`src/rtl/cd_dma_pkg.sv`:
```
package cd_dma_pkg;

	// Widest count the host can write, two 16-bit words
	localparam int DMA_COUNT_MAX_W = 32;

	typedef enum logic [1:0] {
		DMA_FILL      = 2'd0,
		DMA_COPY_WORD = 2'd1,
		DMA_COPY_BYTE = 2'd2
	} dma_mode_t;

	// Microcode word 0 values seen from the BIOS
	localparam logic [15:0] MC_COPY_WORD_A = 16'hFE6D;
	localparam logic [15:0] MC_COPY_WORD_B = 16'hFE3D;
	localparam logic [15:0] MC_COPY_BYTE_A = 16'hF2DD;
	localparam logic [15:0] MC_COPY_BYTE_B = 16'hE2DD;
	localparam logic [15:0] MC_FILL_A      = 16'hFFCD;
	localparam logic [15:0] MC_FILL_B      = 16'hFFDD;

	typedef struct packed {
		dma_mode_t                  mode;
		logic [23:0]                addr_a;  // Fill target or copy source
		logic [23:0]                addr_b;  // Copy target
		logic [15:0]                value;
		logic [DMA_COUNT_MAX_W-1:0] count;   // In words
	} dma_cfg_t;

	typedef struct packed {
		logic        running;
		logic        wr;
		logic        rd;
		logic [23:0] addr_in;   // Read side
		logic [23:0] addr_out;  // Write side
		logic [15:0] data_out;
	} dma_bus_t;

endpackage

```
`src/rtl/cd_host_pkg.sv`:
```
package cd_host_pkg;

	// ============================================================
	// CPU side bus, sampled as one word
	// ============================================================
	typedef struct packed {
		logic [23:1] addr;    // Word address
		logic [15:0] data;
		logic        rw;      // 1 = read
		logic        nas;
		logic        nlds;
		logic        nuds;
		logic        ndtack;
	} cpu_bus_t;

	// Register page FF00xx/FF01xx on addr[23:9]
	localparam logic [14:0] REG_PAGE = 15'h7F80;
	localparam logic [3:0] UPLOAD_ZONE = 4'hE;

	// Word offsets on addr[8:1], bit 7 picks the FF01xx half
	localparam logic [7:0] REG_DMA_START  = 8'h30;  // FF0061
	localparam logic [7:0] REG_ADDR_A_HI  = 8'h32;
	localparam logic [7:0] REG_ADDR_A_LO  = 8'h33;
	localparam logic [7:0] REG_ADDR_B_HI  = 8'h34;
	localparam logic [7:0] REG_ADDR_B_LO  = 8'h35;
	localparam logic [7:0] REG_VALUE_HI   = 8'h36;
	localparam logic [7:0] REG_COUNT_HI   = 8'h38;
	localparam logic [7:0] REG_COUNT_LO   = 8'h39;
	localparam logic [7:0] REG_MICROCODE0 = 8'h3F;  // FF007E
	localparam logic [7:0] REG_AREA_SEL   = 8'h82;  // FF0105
	localparam logic [7:0] REG_SPR_DIS    = 8'h88;
	localparam logic [7:0] REG_FIX_DIS    = 8'h8A;
	localparam logic [7:0] REG_VIDEO_EN   = 8'h8C;
	localparam logic [7:0] REG_MAP_SPR    = 8'h90;
	localparam logic [7:0] REG_MAP_PCM    = 8'h91;
	localparam logic [7:0] REG_MAP_Z80    = 8'h93;
	localparam logic [7:0] REG_MAP_FIX    = 8'h94;
	localparam logic [7:0] REG_UNMAP_SPR  = 8'hA0;
	localparam logic [7:0] REG_UNMAP_PCM  = 8'hA1;
	localparam logic [7:0] REG_UNMAP_Z80  = 8'hA3;
	localparam logic [7:0] REG_UNMAP_FIX  = 8'hA4;
	localparam logic [7:0] REG_UPLOAD_EN  = 8'hB7;  // FF016F
	localparam logic [7:0] REG_Z80_RESET  = 8'hC1;
	localparam logic [7:0] REG_SPR_BANK   = 8'hD0;
	localparam logic [7:0] REG_PCM_BANK   = 8'hD1;

	localparam logic [2:0] AREA_SPR = 3'd0;
	localparam logic [2:0] AREA_PCM = 3'd1;
	localparam logic [2:0] AREA_Z80 = 3'd4;
	localparam logic [2:0] AREA_FIX = 3'd5;

	typedef struct packed {
		logic [2:0] area;
		logic       use_spr;
		logic       use_pcm;
		logic       use_z80;
		logic       use_fix;
	} upload_ctl_t;

	typedef struct packed {
		logic       spr_en;
		logic       fix_en;
		logic       video_en;
		logic       nreset_z80;
		logic       upload_en;
		logic [1:0] spr_bank;
		logic       pcm_bank;
	} video_ctl_t;

endpackage

```
`src/rtl/cd_dma_engine.sv`:
```
`timescale 1ns/1ns

module cd_dma_engine
	import cd_dma_pkg::*;
#(
	parameter int COUNT_W = 24,
	parameter int RD_WAIT = 20,
	parameter int WR_WAIT = 20
)
(
	input  logic        clk_sys,
	input  logic        nRESET,
	input  dma_cfg_t    dma_cfg,
	input  logic        dma_start,
	input  logic        nbg,
	input  logic        cpu_nas,
	input  logic        cpu_ndtack,
	input  logic [15:0] dma_data_in,
	input  logic        dma_sdram_busy,
	output dma_bus_t    dma,
	output logic        nbr,
	output logic        nbgack
);

	localparam int WAIT_MAX = (RD_WAIT > WR_WAIT) ? RD_WAIT : WR_WAIT;
	localparam int WAIT_W = (WAIT_MAX < 2) ? 1 : $clog2(WAIT_MAX + 1);

	typedef enum logic [3:0] {
		ST_IDLE, ST_BR, ST_WAIT_BG, ST_WAIT_AS, ST_START,
		ST_RD, ST_RD_DONE, ST_WR, ST_WR_DONE, ST_DONE
	} dma_state_t;

	dma_state_t state;
	logic start_prev, start_rise, step;
	logic [WAIT_W-1:0] timer;
	logic [1:0] io_cnt;  // Access index within one count
	logic running, wr_q, rd_q;

	dma_mode_t mode_q;
	logic [COUNT_W-1:0] count_run;
	logic [23:0] addr_in, addr_out;
	logic [15:0] data_out, rd_data;

	assign start_rise = dma_start & ~start_prev;
	assign step = ~dma_sdram_busy & (timer == '0);

	// ============================================================
	// Bus arbitration and sequencing
	// ============================================================
	always_ff @(posedge clk_sys)
	begin
		if (!nRESET)
		begin
			state <= ST_IDLE;
			start_prev <= 1'b0;
			timer <= '0;
			io_cnt <= 2'd0;
			running <= 1'b0;
			wr_q <= 1'b0;
			rd_q <= 1'b0;
			nbr <= 1'b1;
			nbgack <= 1'b1;
		end
		else
		begin
			start_prev <= dma_start;
			wr_q <= 1'b0;
			rd_q <= 1'b0;
			if (timer != '0)
				timer <= timer - 1'b1;  // Runs even while SDRAM is busy
			if (start_rise)
			begin
				state <= ST_BR;
				running <= 1'b1;
				io_cnt <= 2'd0;
			end
			else if (step)
			begin
				case (state)
					ST_BR:
					begin
						nbr <= 1'b0;
						state <= ST_WAIT_BG;
					end
					ST_WAIT_BG: if (!nbg) state <= ST_WAIT_AS;
					ST_WAIT_AS:
					begin
						// Last CPU cycle must be finished
						if (cpu_nas && cpu_ndtack)
						begin
							nbr <= 1'b1;
							nbgack <= 1'b0;
							state <= ST_START;
						end
					end
					ST_START:
					begin
						if (count_run == '0)
						begin
							state <= ST_IDLE;
							nbgack <= 1'b1;  // Hand the bus back
							running <= 1'b0;
						end
						else
						begin
							case (mode_q)
								DMA_FILL: state <= (io_cnt == 2'd0) ? ST_WR : ST_DONE;
								DMA_COPY_WORD:
									state <= (io_cnt == 2'd0) ? ST_RD :
									         (io_cnt == 2'd1) ? ST_WR : ST_DONE;
								DMA_COPY_BYTE:
									state <= (io_cnt == 2'd0) ? ST_RD :
									         (io_cnt == 2'd3) ? ST_DONE : ST_WR;
								default: state <= ST_DONE;
							endcase
						end
					end
					ST_RD:
					begin
						rd_q <= 1'b1;
						timer <= WAIT_W'(RD_WAIT);
						state <= ST_RD_DONE;
					end
					ST_WR:
					begin
						wr_q <= 1'b1;
						timer <= WAIT_W'(WR_WAIT);
						state <= ST_WR_DONE;
					end
					ST_RD_DONE, ST_WR_DONE:
					begin
						io_cnt <= io_cnt + 2'd1;
						state <= ST_START;
					end
					ST_DONE:
					begin
						io_cnt <= 2'd0;
						state <= ST_START;
					end
					default: state <= ST_IDLE;
				endcase
			end
		end
	end

	// Addresses, data and count
	always_ff @(posedge clk_sys)
	begin
		if (start_rise)
		begin
			mode_q <= dma_cfg.mode;
			count_run <= dma_cfg.count[COUNT_W-1:0];
			if (dma_cfg.mode == DMA_FILL)
			begin
				addr_out <= dma_cfg.addr_a;
				data_out <= dma_cfg.value;
			end
			else
			begin
				addr_in <= dma_cfg.addr_a;
				addr_out <= dma_cfg.addr_b;
			end
		end
		else if (step)
		begin
			case (state)
				ST_START:
				begin
					if (mode_q == DMA_COPY_BYTE && io_cnt == 2'd1)
						data_out <= {rd_data[7:0], rd_data[15:8]};  // Swapped first
					else if (mode_q != DMA_FILL)
						data_out <= rd_data;
				end
				ST_RD_DONE:
				begin
					rd_data <= dma_data_in;
					addr_in <= addr_in + 24'd2;
				end
				ST_WR_DONE: addr_out <= addr_out + 24'd2;
				ST_DONE:    count_run <= count_run - 1'b1;
				default: ;
			endcase
		end
	end

	assign dma = '{running: running, wr: wr_q, rd: rd_q, addr_in: addr_in,
		addr_out: addr_out, data_out: data_out};

endmodule

```
`src/rtl/cd_host_regs.sv`:
```
`timescale 1ns/1ns

module cd_host_regs
	import cd_host_pkg::*;
	import cd_dma_pkg::*;
#(
	parameter int COUNT_W = 24
)
(
	input  logic        clk_sys,
	input  logic        nRESET,
	input  logic        cpu_clk_en,
	input  logic        system_cdx,
	input  cpu_bus_t    cpu,
	output dma_cfg_t    dma_cfg,
	output logic        dma_start,
	output upload_ctl_t upload_ctl,
	output video_ctl_t  video_ctl,
	output logic [15:0] tr_wr_data,
	output logic [19:1] tr_wr_addr
);

	logic nlds_prev, nuds_prev;
	logic strobe_fall, reg_wr, up_wr;
	logic word_wr, low_wr, start_wr;
	logic [7:0] reg_offs;

	dma_mode_t mode_q;
	logic [23:0] addr_a, addr_b;
	logic [15:0] value_hi, mc0;
	logic [COUNT_W-1:0] count_q;
	logic [DMA_COUNT_MAX_W-1:0] count_wide;

	// ============================================================
	// Write detection on the data strobes
	// ============================================================
	assign strobe_fall = cpu_clk_en & system_cdx &
		((nlds_prev & ~cpu.nlds) | (nuds_prev & ~cpu.nuds));
	assign reg_wr = strobe_fall & ~cpu.rw & (cpu.addr[23:9] == REG_PAGE);
	assign up_wr = strobe_fall & ~cpu.rw & (cpu.addr[23:9] != REG_PAGE) &
		(cpu.addr[23:20] == UPLOAD_ZONE);
	assign reg_offs = cpu.addr[8:1];
	assign word_wr = ~cpu.nuds & ~cpu.nlds;
	assign low_wr = ~cpu.nlds;              // Byte at the odd address
	assign start_wr = cpu.nuds & ~cpu.nlds;  // FF0061 only as a byte
	assign count_wide = DMA_COUNT_MAX_W'(count_q);

	always_ff @(posedge clk_sys)
	begin
		if (!nRESET)
		begin
			nlds_prev <= 1'b1;
			nuds_prev <= 1'b1;
			dma_start <= 1'b0;
			mode_q <= DMA_FILL;
			upload_ctl <= '0;
			video_ctl <= '{spr_en: 1'b1, fix_en: 1'b1, video_en: 1'b1, default: '0};
		end
		else
		begin
			if (cpu_clk_en)
			begin
				nlds_prev <= cpu.nlds;
				nuds_prev <= cpu.nuds;
				if (dma_start)
					dma_start <= 1'b0;  // One enable period wide
			end
			if (reg_wr)
			begin
				case (reg_offs)
					REG_DMA_START:
					begin
						if (start_wr && cpu.data[6])
						begin
							dma_start <= 1'b1;
							case (mc0)
								MC_COPY_WORD_A, MC_COPY_WORD_B: mode_q <= DMA_COPY_WORD;
								MC_COPY_BYTE_A, MC_COPY_BYTE_B: mode_q <= DMA_COPY_BYTE;
								MC_FILL_A, MC_FILL_B:           mode_q <= DMA_FILL;
								default: ;  // Test mode microcodes, keep last mode
							endcase
						end
					end
					REG_AREA_SEL:  if (low_wr) upload_ctl.area <= cpu.data[2:0];
					REG_SPR_DIS:   if (low_wr) video_ctl.spr_en <= ~cpu.data[0];
					REG_FIX_DIS:   if (low_wr) video_ctl.fix_en <= ~cpu.data[0];
					REG_VIDEO_EN:  if (low_wr) video_ctl.video_en <= cpu.data[0];
					REG_MAP_SPR:   if (low_wr) upload_ctl.use_spr <= 1'b1;
					REG_MAP_PCM:   if (low_wr) upload_ctl.use_pcm <= 1'b1;
					REG_MAP_Z80:   if (low_wr) upload_ctl.use_z80 <= 1'b1;
					REG_MAP_FIX:   if (low_wr) upload_ctl.use_fix <= 1'b1;
					REG_UNMAP_SPR: if (low_wr) upload_ctl.use_spr <= 1'b0;
					REG_UNMAP_PCM: if (low_wr) upload_ctl.use_pcm <= 1'b0;
					REG_UNMAP_Z80: if (low_wr) upload_ctl.use_z80 <= 1'b0;
					REG_UNMAP_FIX: if (low_wr) upload_ctl.use_fix <= 1'b0;
					REG_UPLOAD_EN: if (low_wr) video_ctl.upload_en <= cpu.data[0];
					REG_Z80_RESET: if (low_wr) video_ctl.nreset_z80 <= cpu.data[0];
					REG_SPR_BANK:  if (low_wr) video_ctl.spr_bank <= cpu.data[1:0];
					REG_PCM_BANK:  if (low_wr) video_ctl.pcm_bank <= cpu.data[0];
					default: ;
				endcase
			end
		end
	end

	// DMA parameters and the upload latch
	always_ff @(posedge clk_sys)
	begin
		if (reg_wr && word_wr)
		begin
			case (reg_offs)
				REG_ADDR_A_HI:  addr_a[23:16] <= cpu.data[7:0];
				REG_ADDR_A_LO:  addr_a[15:0] <= cpu.data;
				REG_ADDR_B_HI:  addr_b[23:16] <= cpu.data[7:0];
				REG_ADDR_B_LO:  addr_b[15:0] <= cpu.data;
				REG_VALUE_HI:   value_hi <= cpu.data;
				REG_COUNT_HI:   count_q <= COUNT_W'({cpu.data, count_wide[15:0]});
				REG_COUNT_LO:   count_q <= COUNT_W'({count_wide[31:16], cpu.data});
				REG_MICROCODE0: mc0 <= cpu.data;
				default: ;
			endcase
		end
		if (up_wr)
		begin
			tr_wr_data <= cpu.data;
			tr_wr_addr <= cpu.addr[19:1];
		end
	end

	assign dma_cfg = '{mode: mode_q, addr_a: addr_a, addr_b: addr_b,
		value: value_hi, count: count_wide};

endmodule

```
`src/rtl/cd_sys.sv`:
```
`timescale 1ns/1ns

module cd_sys
	import cd_host_pkg::*;
	import cd_dma_pkg::*;
#(
	parameter int COUNT_W = 24,
	parameter int RD_WAIT = 20,
	parameter int WR_WAIT = 20
)
(
	input  logic        clk_sys,
	input  logic        nRESET,
	input  cpu_bus_t    cpu,
	input  logic        cpu_clk_en,
	input  logic        system_cdx,
	input  logic        nbg,
	input  logic [15:0] dma_data_in,
	input  logic        dma_sdram_busy,
	output logic        nbr,
	output logic        nbgack,
	output dma_bus_t    dma,
	output upload_ctl_t upload_ctl,
	output video_ctl_t  video_ctl,
	output logic        tr_wr_spr,
	output logic        tr_wr_pcm,
	output logic        tr_wr_z80,
	output logic        tr_wr_fix,
	output logic [15:0] tr_wr_data,
	output logic [19:1] tr_wr_addr
);

	dma_cfg_t dma_cfg;
	logic dma_start;

	cd_host_regs #(.COUNT_W(COUNT_W)) u_host_regs (
		.clk_sys(clk_sys), .nRESET(nRESET),
		.cpu_clk_en(cpu_clk_en), .system_cdx(system_cdx), .cpu(cpu),
		.dma_cfg(dma_cfg), .dma_start(dma_start),
		.upload_ctl(upload_ctl), .video_ctl(video_ctl),
		.tr_wr_data(tr_wr_data), .tr_wr_addr(tr_wr_addr)
	);

	cd_dma_engine #(.COUNT_W(COUNT_W), .RD_WAIT(RD_WAIT), .WR_WAIT(WR_WAIT)) u_dma_engine (
		.clk_sys(clk_sys), .nRESET(nRESET),
		.dma_cfg(dma_cfg), .dma_start(dma_start),
		.nbg(nbg), .cpu_nas(cpu.nas), .cpu_ndtack(cpu.ndtack),
		.dma_data_in(dma_data_in), .dma_sdram_busy(dma_sdram_busy),
		.dma(dma), .nbr(nbr), .nbgack(nbgack)
	);

	cd_upload_decode u_upload_decode (
		.cpu(cpu), .dma(dma), .upload_ctl(upload_ctl),
		.tr_wr_spr(tr_wr_spr), .tr_wr_pcm(tr_wr_pcm),
		.tr_wr_z80(tr_wr_z80), .tr_wr_fix(tr_wr_fix)
	);

endmodule

```
`src/rtl/cd_upload_decode.sv`:
```
`timescale 1ns/1ns

module cd_upload_decode
	import cd_host_pkg::*;
	import cd_dma_pkg::*;
(
	input  cpu_bus_t    cpu,
	input  dma_bus_t    dma,
	input  upload_ctl_t upload_ctl,
	output logic        tr_wr_spr,
	output logic        tr_wr_pcm,
	output logic        tr_wr_z80,
	output logic        tr_wr_fix
);

	logic tr_zone, zone_wr;
	logic sel_spr, sel_pcm, sel_z80, sel_fix;

	// DMA owns the upload window while it runs
	assign tr_zone = dma.running ? (dma.addr_out[23:20] == UPLOAD_ZONE) :
	                               (cpu.addr[23:20] == UPLOAD_ZONE);
	assign zone_wr = tr_zone & (dma.running ? dma.wr :
		~cpu.rw & ~(cpu.nlds & cpu.nuds));

	// Area must match and be mapped in
	assign sel_spr = (upload_ctl.area == AREA_SPR) & upload_ctl.use_spr;
	assign sel_pcm = (upload_ctl.area == AREA_PCM) & upload_ctl.use_pcm;
	assign sel_z80 = (upload_ctl.area == AREA_Z80) & upload_ctl.use_z80;
	assign sel_fix = (upload_ctl.area == AREA_FIX) & upload_ctl.use_fix;

	assign tr_wr_spr = zone_wr & sel_spr;
	assign tr_wr_pcm = zone_wr & sel_pcm;
	assign tr_wr_z80 = zone_wr & sel_z80;
	assign tr_wr_fix = zone_wr & sel_fix;

endmodule

```
`config.mk`:
```
export PLATFORM = sky130hd
export DESIGN_NAME = cd_sys
export DESIGN_NICKNAME = d
export VERILOG_FILES = /design/src/rtl/cd_dma_pkg.sv /design/src/rtl/cd_host_pkg.sv /design/src/rtl/cd_dma_engine.sv /design/src/rtl/cd_host_regs.sv /design/src/rtl/cd_sys.sv /design/src/rtl/cd_upload_decode.sv
export SDC_FILE = /design/constraint.sdc
export NUM_CORES = 1
export LEC_CHECK = 0
export CORE_AREA = 2 2 151 153
export DETAILED_ROUTE_END_ITERATION = 6
export DIE_AREA = 0 0 153 155
export DONT_BUFFER_PORTS = 1
export PLACE_DENSITY = 0.85
export SYNTH_ARGS = -nofsm -noshare
export SYNTH_HDL_FRONTEND = slang
export SYNTH_SLANG_ARGS = --single-unit
```
`constraint.sdc`:
```
create_clock -name clk_sys -period 5.2 [get_ports clk_sys]
set_clock_uncertainty 0.15 [all_clocks]
set_input_delay 0.78 -clock clk_sys [delete_from_list [all_inputs] [get_ports clk_sys]]
set_output_delay 0.78 -clock clk_sys [all_outputs]
set_load 0.005 [all_outputs]
```
==> out/results.ini, run 1 <==
[worst_setup_path]
critPathKind=flip-flop to primary output
crit_path_end_kind=primary output
path_max_fanout=5
crit_chain=or4b_2 -> a21oi_1 -> nand2_1 -> nor3b_1
worst_ep_arrival_time_ns=2.53
worstPathRequired_ns=4.27
slowest_stage=or4b_2
max_stage_delay_ns=0.76
startpoint_type=flip-flop

[routing]
wl_per_cell_um=22.3
drt_first_pass_iters=6
vias=8188
avgViaCountPerCell=6.20
routed_wl_mm=29.5
ant_nets=0
drcViolationCount=0
drtIter0Drc=914

[global_routing]
gr-usage-all-layers_pct=24.2
antenna_found_initial=2
grt_max_degree=84
overflow=0
grt_pass1_vias=7975
grt_pass1_wl_mm=44.7

[floorplanning]
start_util_pct=55.5
die_width_um=153
rows=55
die_h_um=155
core_area_mm2=0.0222
die-area_mm2=0.0237
io_pins=189

[yosys]
synth_seq_cells=282
avgSynthCellArea_um2=12.1
synth_edf_count=245
ys_types=62
yosysWarnings=0
synth_cells=1019
syn_area_mm2=0.0123
yosysSeqAreaShare_pct=65.7
syn-num-nets=1093
ys_dominant_reg_cell=edfxtp_1
synthArstFlopShare_pct=0

[timing]
finalCritPeriodShare_pct=66.6
rsz0062_at_grt=no
max_freq_mhz=289
setup_viol=0
tns_ns=0
slew_violations=0
worst-slew-pin-transition_ns=1.29
max_slew_margin_pct=13.6
hold_viol=0
fin_crit_ns=3.46

[placement]
hpwl_mm=19.8
numPortBuffers=0
dpl_cell_area_mm2=0.0126
place_congestion=0.880
dp_cells=1271

[clock_network]
clockBufferDepth=3
postCtsResizedCells=0
post_cts_buffers=0
ctsHoldBuffers=0
cts_tree=built
cts_buffers=27
cts_root_buf=clkbuf_16
path_clk_slew_ns=0.06
cts_sinks=282
cts_max_level=1
clkLatencyLatePin_ns=0.54

[final_layout]
finalNetCount=1089
design_area_mm2=0.0136
multiInputGateArea_mm2=0.00399
utilization_pct=61.1
area_growth_pct=10.2
ff_latch_area_mm2=0.00810
num_antenna_cells=0
nFillCells=1638
final_cells=1321
layout-drive-gt1-share_pct=8.49

[run]
drv_cap=0

[power]
peakVddDrop_uv=255
power_density_mw_per_mm2=359
power.leakage_nw=4.42

[worst_hold_path]
hp-class=input pin to flip-flop

[run_status]
status=complete, no violations

[layout make-up]
class | count | area share, %
multi-input combinational | 677 | 29.4
tap | 285 | 2.63
timing repair buffer | 12 | 0.663
clock buffer | 27 | 4.97
clock inverter | 23 | 2.30
sequential | 282 | 59.6
inverter | 15 | 0.433
[through the flow]
stage	setup slack, ns	power, mW	hold WS (ns)
after floorplan	0.158	2.71	0.283
after global placement	1.70	2.74	0.311
after detailed placement	1.58	2.75	0.311
after CTS	1.73	4.88	0.142
after global routing	1.63	4.99	0.141
final	1.74	4.88	0.156
[routing by layer]
metal	track usage (%)	wire length, um
met4	7.89	690
met5	0	0
met3	6.38	2940
met1	30.7	11300
met2	41.1	14500
[worst max-delay path, delay by kind of cell, from the launching register on]
| family | cells | cell delay, ns |
|---|---|---|
| compound gates | 1 | 0.27 |
| simple gates | 3 | 1.22 |
| flops | 1 | 0.52 |
[layout by cell type (no fill, tap or decap), drive strengths merged, types with 17 or more instances in the layout]
| cell type | count |
|---|---|
| edfxtp | 245 |
| nand2 | 160 |
| nor2 | 69 |
| o21ai | 64 |
| dfxtp | 37 |
| xor2 | 35 |
| a21oi | 34 |
| nand3 | 31 |
| xnor2 | 31 |
| nor3 | 28 |
| mux2i | 27 |
| clkbuf | 27 |
| nor4 | 22 |
| and3 | 19 |
| a31oi | 19 |
| and2 | 18 |
| inv | 17 |
[worst paths after layout]
| path | slack, ns | from | cells after the start | to |
|---|---|---|---|---|
| worst min-delay path | 0.16 | nRESET | 1 | u_host_regs.nuds_prev |
| worst max-delay path | 1.74 | u_dma_engine.addr_out[20] | 4 | tr_wr_pcm |
| worst max register to register | 1.87 | u_dma_engine.timer[0] | 7 | u_dma_engine.addr_in[20] |
| worst min register to register | 0.33 | u_host_regs.video_ctl[2] | 2 | u_host_regs.video_ctl[2] |
[Yosys cell counts, types with 19 or more instances]
master    instances  share of area, %
edfxtp_1        245                60
nand2_1         160               4.9
nor2_1           69               2.1
o21ai_0          64               2.6
dfxtp_1          37               6.0
xor2_1           35               2.5
a21oi_1          34               1.4
clkbuf_1         33               1.0
nand3_1          31               1.3
xnor2_1          31               2.2
mux2i_1          27               2.2
nor3_1           27               1.1
nor4_1           20               1.0
a31oi_1          19              0.96
and3_1           19              0.96
[cell families after synthesis]
kind of cell | Yosys count | share of synthesized area [%]
AOI/OAI and AO/OA | 143 | 6.74
DFF | 282 | 65.7
xor gates and xnor gates | 66 | 4.69
adders and majority gates | 8 | 0.812
muxes | 28 | 2.28
and+or+nand+nor | 432 | 17.5
buffers and inverters | 60 | 2.24
[sequential cells by signal, indices dropped and copies added (netlist names), 19 cells and up]
register	cells
u_host_regs.addr_b	24
u_host_regs.tr_wr_addr	19
u_dma_engine.count_run	24
u_dma_engine.addr_in	24
u_dma_engine.addr_out	24
u_host_regs.addr_a	24
u_host_regs.count_q	24
[power by group]
group	switching [mW]	internal, mW	total [mW]	leakage (nW)
sequential	0.0448	2.48	2.52	2.50
clock	0.861	1.31	2.17	0.478
combinational	0.110	0.0750	0.185	1.44
total	1.02	3.86	4.88	4.42
Note: power is estimated with default switching activity, not from simulation.
==> run 2, diff against run 1 <==
CORE_AREA = 2 2 143 145   (was 2 2 151 153)
DIE_AREA = 0 0 145 147   (was 0 0 153 155)
PLACE_DENSITY = 0.89   (was 0.85)
clock period = 3.6 ns   (was 5.2 ns; I/O delays follow)
==> run 2 against run 1 <==
  * Design area rose by 4.0%
  * Global-route usage grew 3.9 points
  * Worst hold slack worse by 0.14 ns
  * Sequential power grew 44%
  * Critical path depth stayed put
  * Setup slack worse by 1.3 ns
  * Highest routed layer unchanged
  * Sequential cell count unchanged
  * Non-clock buffer count increased by 67
  * Die area fell by 10%
  * Register-to-register slack worse by 1.3 ns
  * Final cell count increased by 4.1%
==> out/results.ini, run 2 (synthesized netlist as in run 1, its figures left out) <==
[routing]
wl_per_cell_um=22.2  ; was 22.3 um
drt_first_pass_iters=6  ; unchanged
vias=8646  ; was 8188
ant_nets=0  ; unchanged
routed_wl_mm=30.6  ; was 29.5 mm
avgViaCountPerCell=6.29  ; was 6.20
drtIter0Drc=995  ; was 914
drcViolationCount=0  ; unchanged

[worst_setup_path]
r2r_end=u_dma_engine.addr_in[5]  ; was u_dma_engine.addr_in[20]
reg2regPathDepth=6  ; was 7
critical_path.top_delay_family=simple AND/OR/NAND/NOR gates  ; unchanged
worst_ep_arrival_time_ns=2.47  ; was 2.53 ns
r2r_slack_ns=0.53  ; was 1.87 ns
path_max_fanout=5  ; unchanged
slowest_stage=or4b_2  ; unchanged
path_buf_inv=0  ; unchanged
crit_path_end_kind=primary output  ; unchanged
crit_chain=or4b_2 -> a21oi_1 -> nand2_1 -> nor3b_1  ; unchanged
max_stage_delay_ns=0.75  ; was 0.76 ns
startpoint_type=flip-flop  ; unchanged
critPathKind=flip-flop to primary output  ; unchanged
worstPathRequired_ns=2.91  ; was 4.27 ns
reg2reg_from=u_dma_engine.timer[0]  ; unchanged

[timing]
worst-slew-pin-transition_ns=0.936  ; was 1.29 ns
rsz0062_at_grt=no  ; unchanged
finalCritPeriodShare_pct=87.8
max_freq_mhz=316
setup_viol=0  ; unchanged
fin_crit_ns=3.16
slew_violations=0  ; unchanged
hold_viol=0  ; unchanged
max_slew_margin_pct=37.5  ; was 13.6%

[power]
peakVddDrop_uv=382  ; was 255 uV
power_density_mw_per_mm2=480  ; was 359 mW/mm2
switching_power_mw=1.43  ; was 1.02 mW
comb_power_share_pct=5.2  ; was 3.8%
intPower_mw=5.35  ; was 3.86 mW
swShare_pct=21.1  ; was 20.8%
clkPwrFrac_pct=41.1  ; was 44.5%
total_power_mw=6.78  ; was 4.88 mW
p_seq_share_pct=53.7  ; was 51.8%
power.leakage_nw=4.65  ; was 4.42 nW

[global_routing]
grt_pass1_vias=8390  ; was 7975
antenna_found_initial=2  ; unchanged
overflow=0  ; unchanged
grt_max_degree=57  ; was 84
gr-usage-all-layers_pct=28.1  ; was 24.2%
grt_pass1_wl_mm=46.3  ; was 44.7 mm

[floorplanning]
die_h_um=147  ; was 155 um
die-area_mm2=0.0213  ; was 0.0237 mm2
core_area_mm2=0.0198  ; was 0.0222 mm2
io_pins=189  ; unchanged
start_util_pct=62.1  ; was 55.5%
die_width_um=145  ; was 153 um
rows=52  ; was 55

[final_layout]
layout-drive-gt1-share_pct=8.27  ; was 8.49%
final_cell_mix=edfxtp_1, nand2_1, nor2_1, o21ai_0, dlygate4sd3_1  ; was edfxtp_1, nand2_1, nor2_1, o21ai_0, dfxtp_1
ff_latch_area_mm2=0.00810  ; unchanged
final_cells=1375  ; was 1321
design_area_mm2=0.0141  ; was 0.0136 mm2
area_growth_pct=14.6  ; was 10.2%
multiInputGateArea_mm2=0.00402  ; was 0.00399 mm2
finalNetCount=1155  ; was 1089
nFillCells=1270  ; was 1638
utilization_pct=71.2  ; was 61.1%
layout_commonest_cell=edfxtp_1  ; unchanged

[worst_hold_path]
hp-class=input pin to flip-flop  ; unchanged
hold_depth=2  ; was 1
holdPathEnd=u_host_regs.video_ctl[3]  ; was u_host_regs.nuds_prev
hold_start=cpu[5]  ; was nRESET

[placement]
dp_cells=1265  ; was 1271
hpwl_mm=19.3  ; was 19.8 mm
dpl_cell_area_mm2=0.0127  ; was 0.0126 mm2
numPortBuffers=0  ; unchanged
place_congestion=0.897  ; was 0.880

[clock_network]
path_clk_slew_ns=0.06  ; about the same
cts_tree=built  ; unchanged
cts_sinks=282  ; unchanged
cts_buffers=26  ; was 27
cts_root_buf=clkbuf_16  ; unchanged
cts_max_level=1  ; unchanged
clockBufferDepth=3  ; unchanged
clkLatencyLatePin_ns=0.55  ; was 0.54 ns

[run_status]
status=complete, no violations  ; unchanged

[run]
drv_cap=0  ; unchanged

[run 2: how the worst max path moves through the flow]
stage / cells past startpoint / startpoint / slack, ns / to
floorplan: 8 / u_dma_engine.timer[0] / -0.16 / u_dma_engine.addr_in[10]
global placement: 6 / u_dma_engine.timer[0] / 0.61 / u_dma_engine.addr_in[19]
detailed placement: 6 / u_dma_engine.timer[0] / 0.54 / u_dma_engine.addr_in[16]
CTS: 4 / u_dma_engine.addr_out[20] / 0.46 / tr_wr_pcm
global route: 5 / u_dma_engine.addr_out[21] / 0.34 / tr_wr_pcm
finish: 4 / u_dma_engine.addr_out[20] / 0.44 / tr_wr_pcm
[run 2: area by class of cell]
class | count | area share, %
repair buffers | 79 | 5.22
multi-input cells | 677 | 28.4
inverters | 15 | 0.416
clock inverters | 18 | 1.46
flip-flops and latches | 282 | 57.3
diodes | 4 | 0.0708
clock buffers | 30 | 4.71
well taps | 270 | 2.39
[run 2: worst register-to-register path: stages (launching register included)]
cell and delay (ns):
dfxtp_1 0.33, inv_1 0.06, ha_1 0.19, or4b_2 0.71, or2_2 0.43, nor4_4 0.33, or2_2 0.51
[run 2: metrics by stage]
step           hold slack, ns  setup TNS, ns  worst slack [ns]
2_1_floorplan           0.283          -3.69            -0.161
3_3_place_gp            0.297              0             0.608
3_5_place_dp            0.318              0             0.541
4_1_cts              0.000678              0             0.463
5_1_grt                0.0253              0             0.344
6_report               0.0115              0             0.439
[run 2: power by group through the flow]
stage,sequential [mW],clock [mW],combinational [mW]
global route,3.65,2.93,0.380
global placement,3.71,0,0.249
CTS,3.64,2.80,0.343
detailed placement,3.71,0,0.259
finish,3.64,2.79,0.352
floorplan,3.68,0,0.236
[run 2: repair_timing]
item | in CTS | in global routing
endpoints found under the hold margin | 141 | 4
hold buffers | 55 | 3
setup endpoints to repair | 0 | 0
buffers inserted | 0 | 0
resized for setup | 0 | 0
[run 2: layer usage]
layer | global-route usage, % | wire [um]
met1 | 34.1 | 11000
met2 | 45.2 | 14300
met3 | 8.82 | 3660
met4 | 15.7 | 1590
met5 | 0 | 0
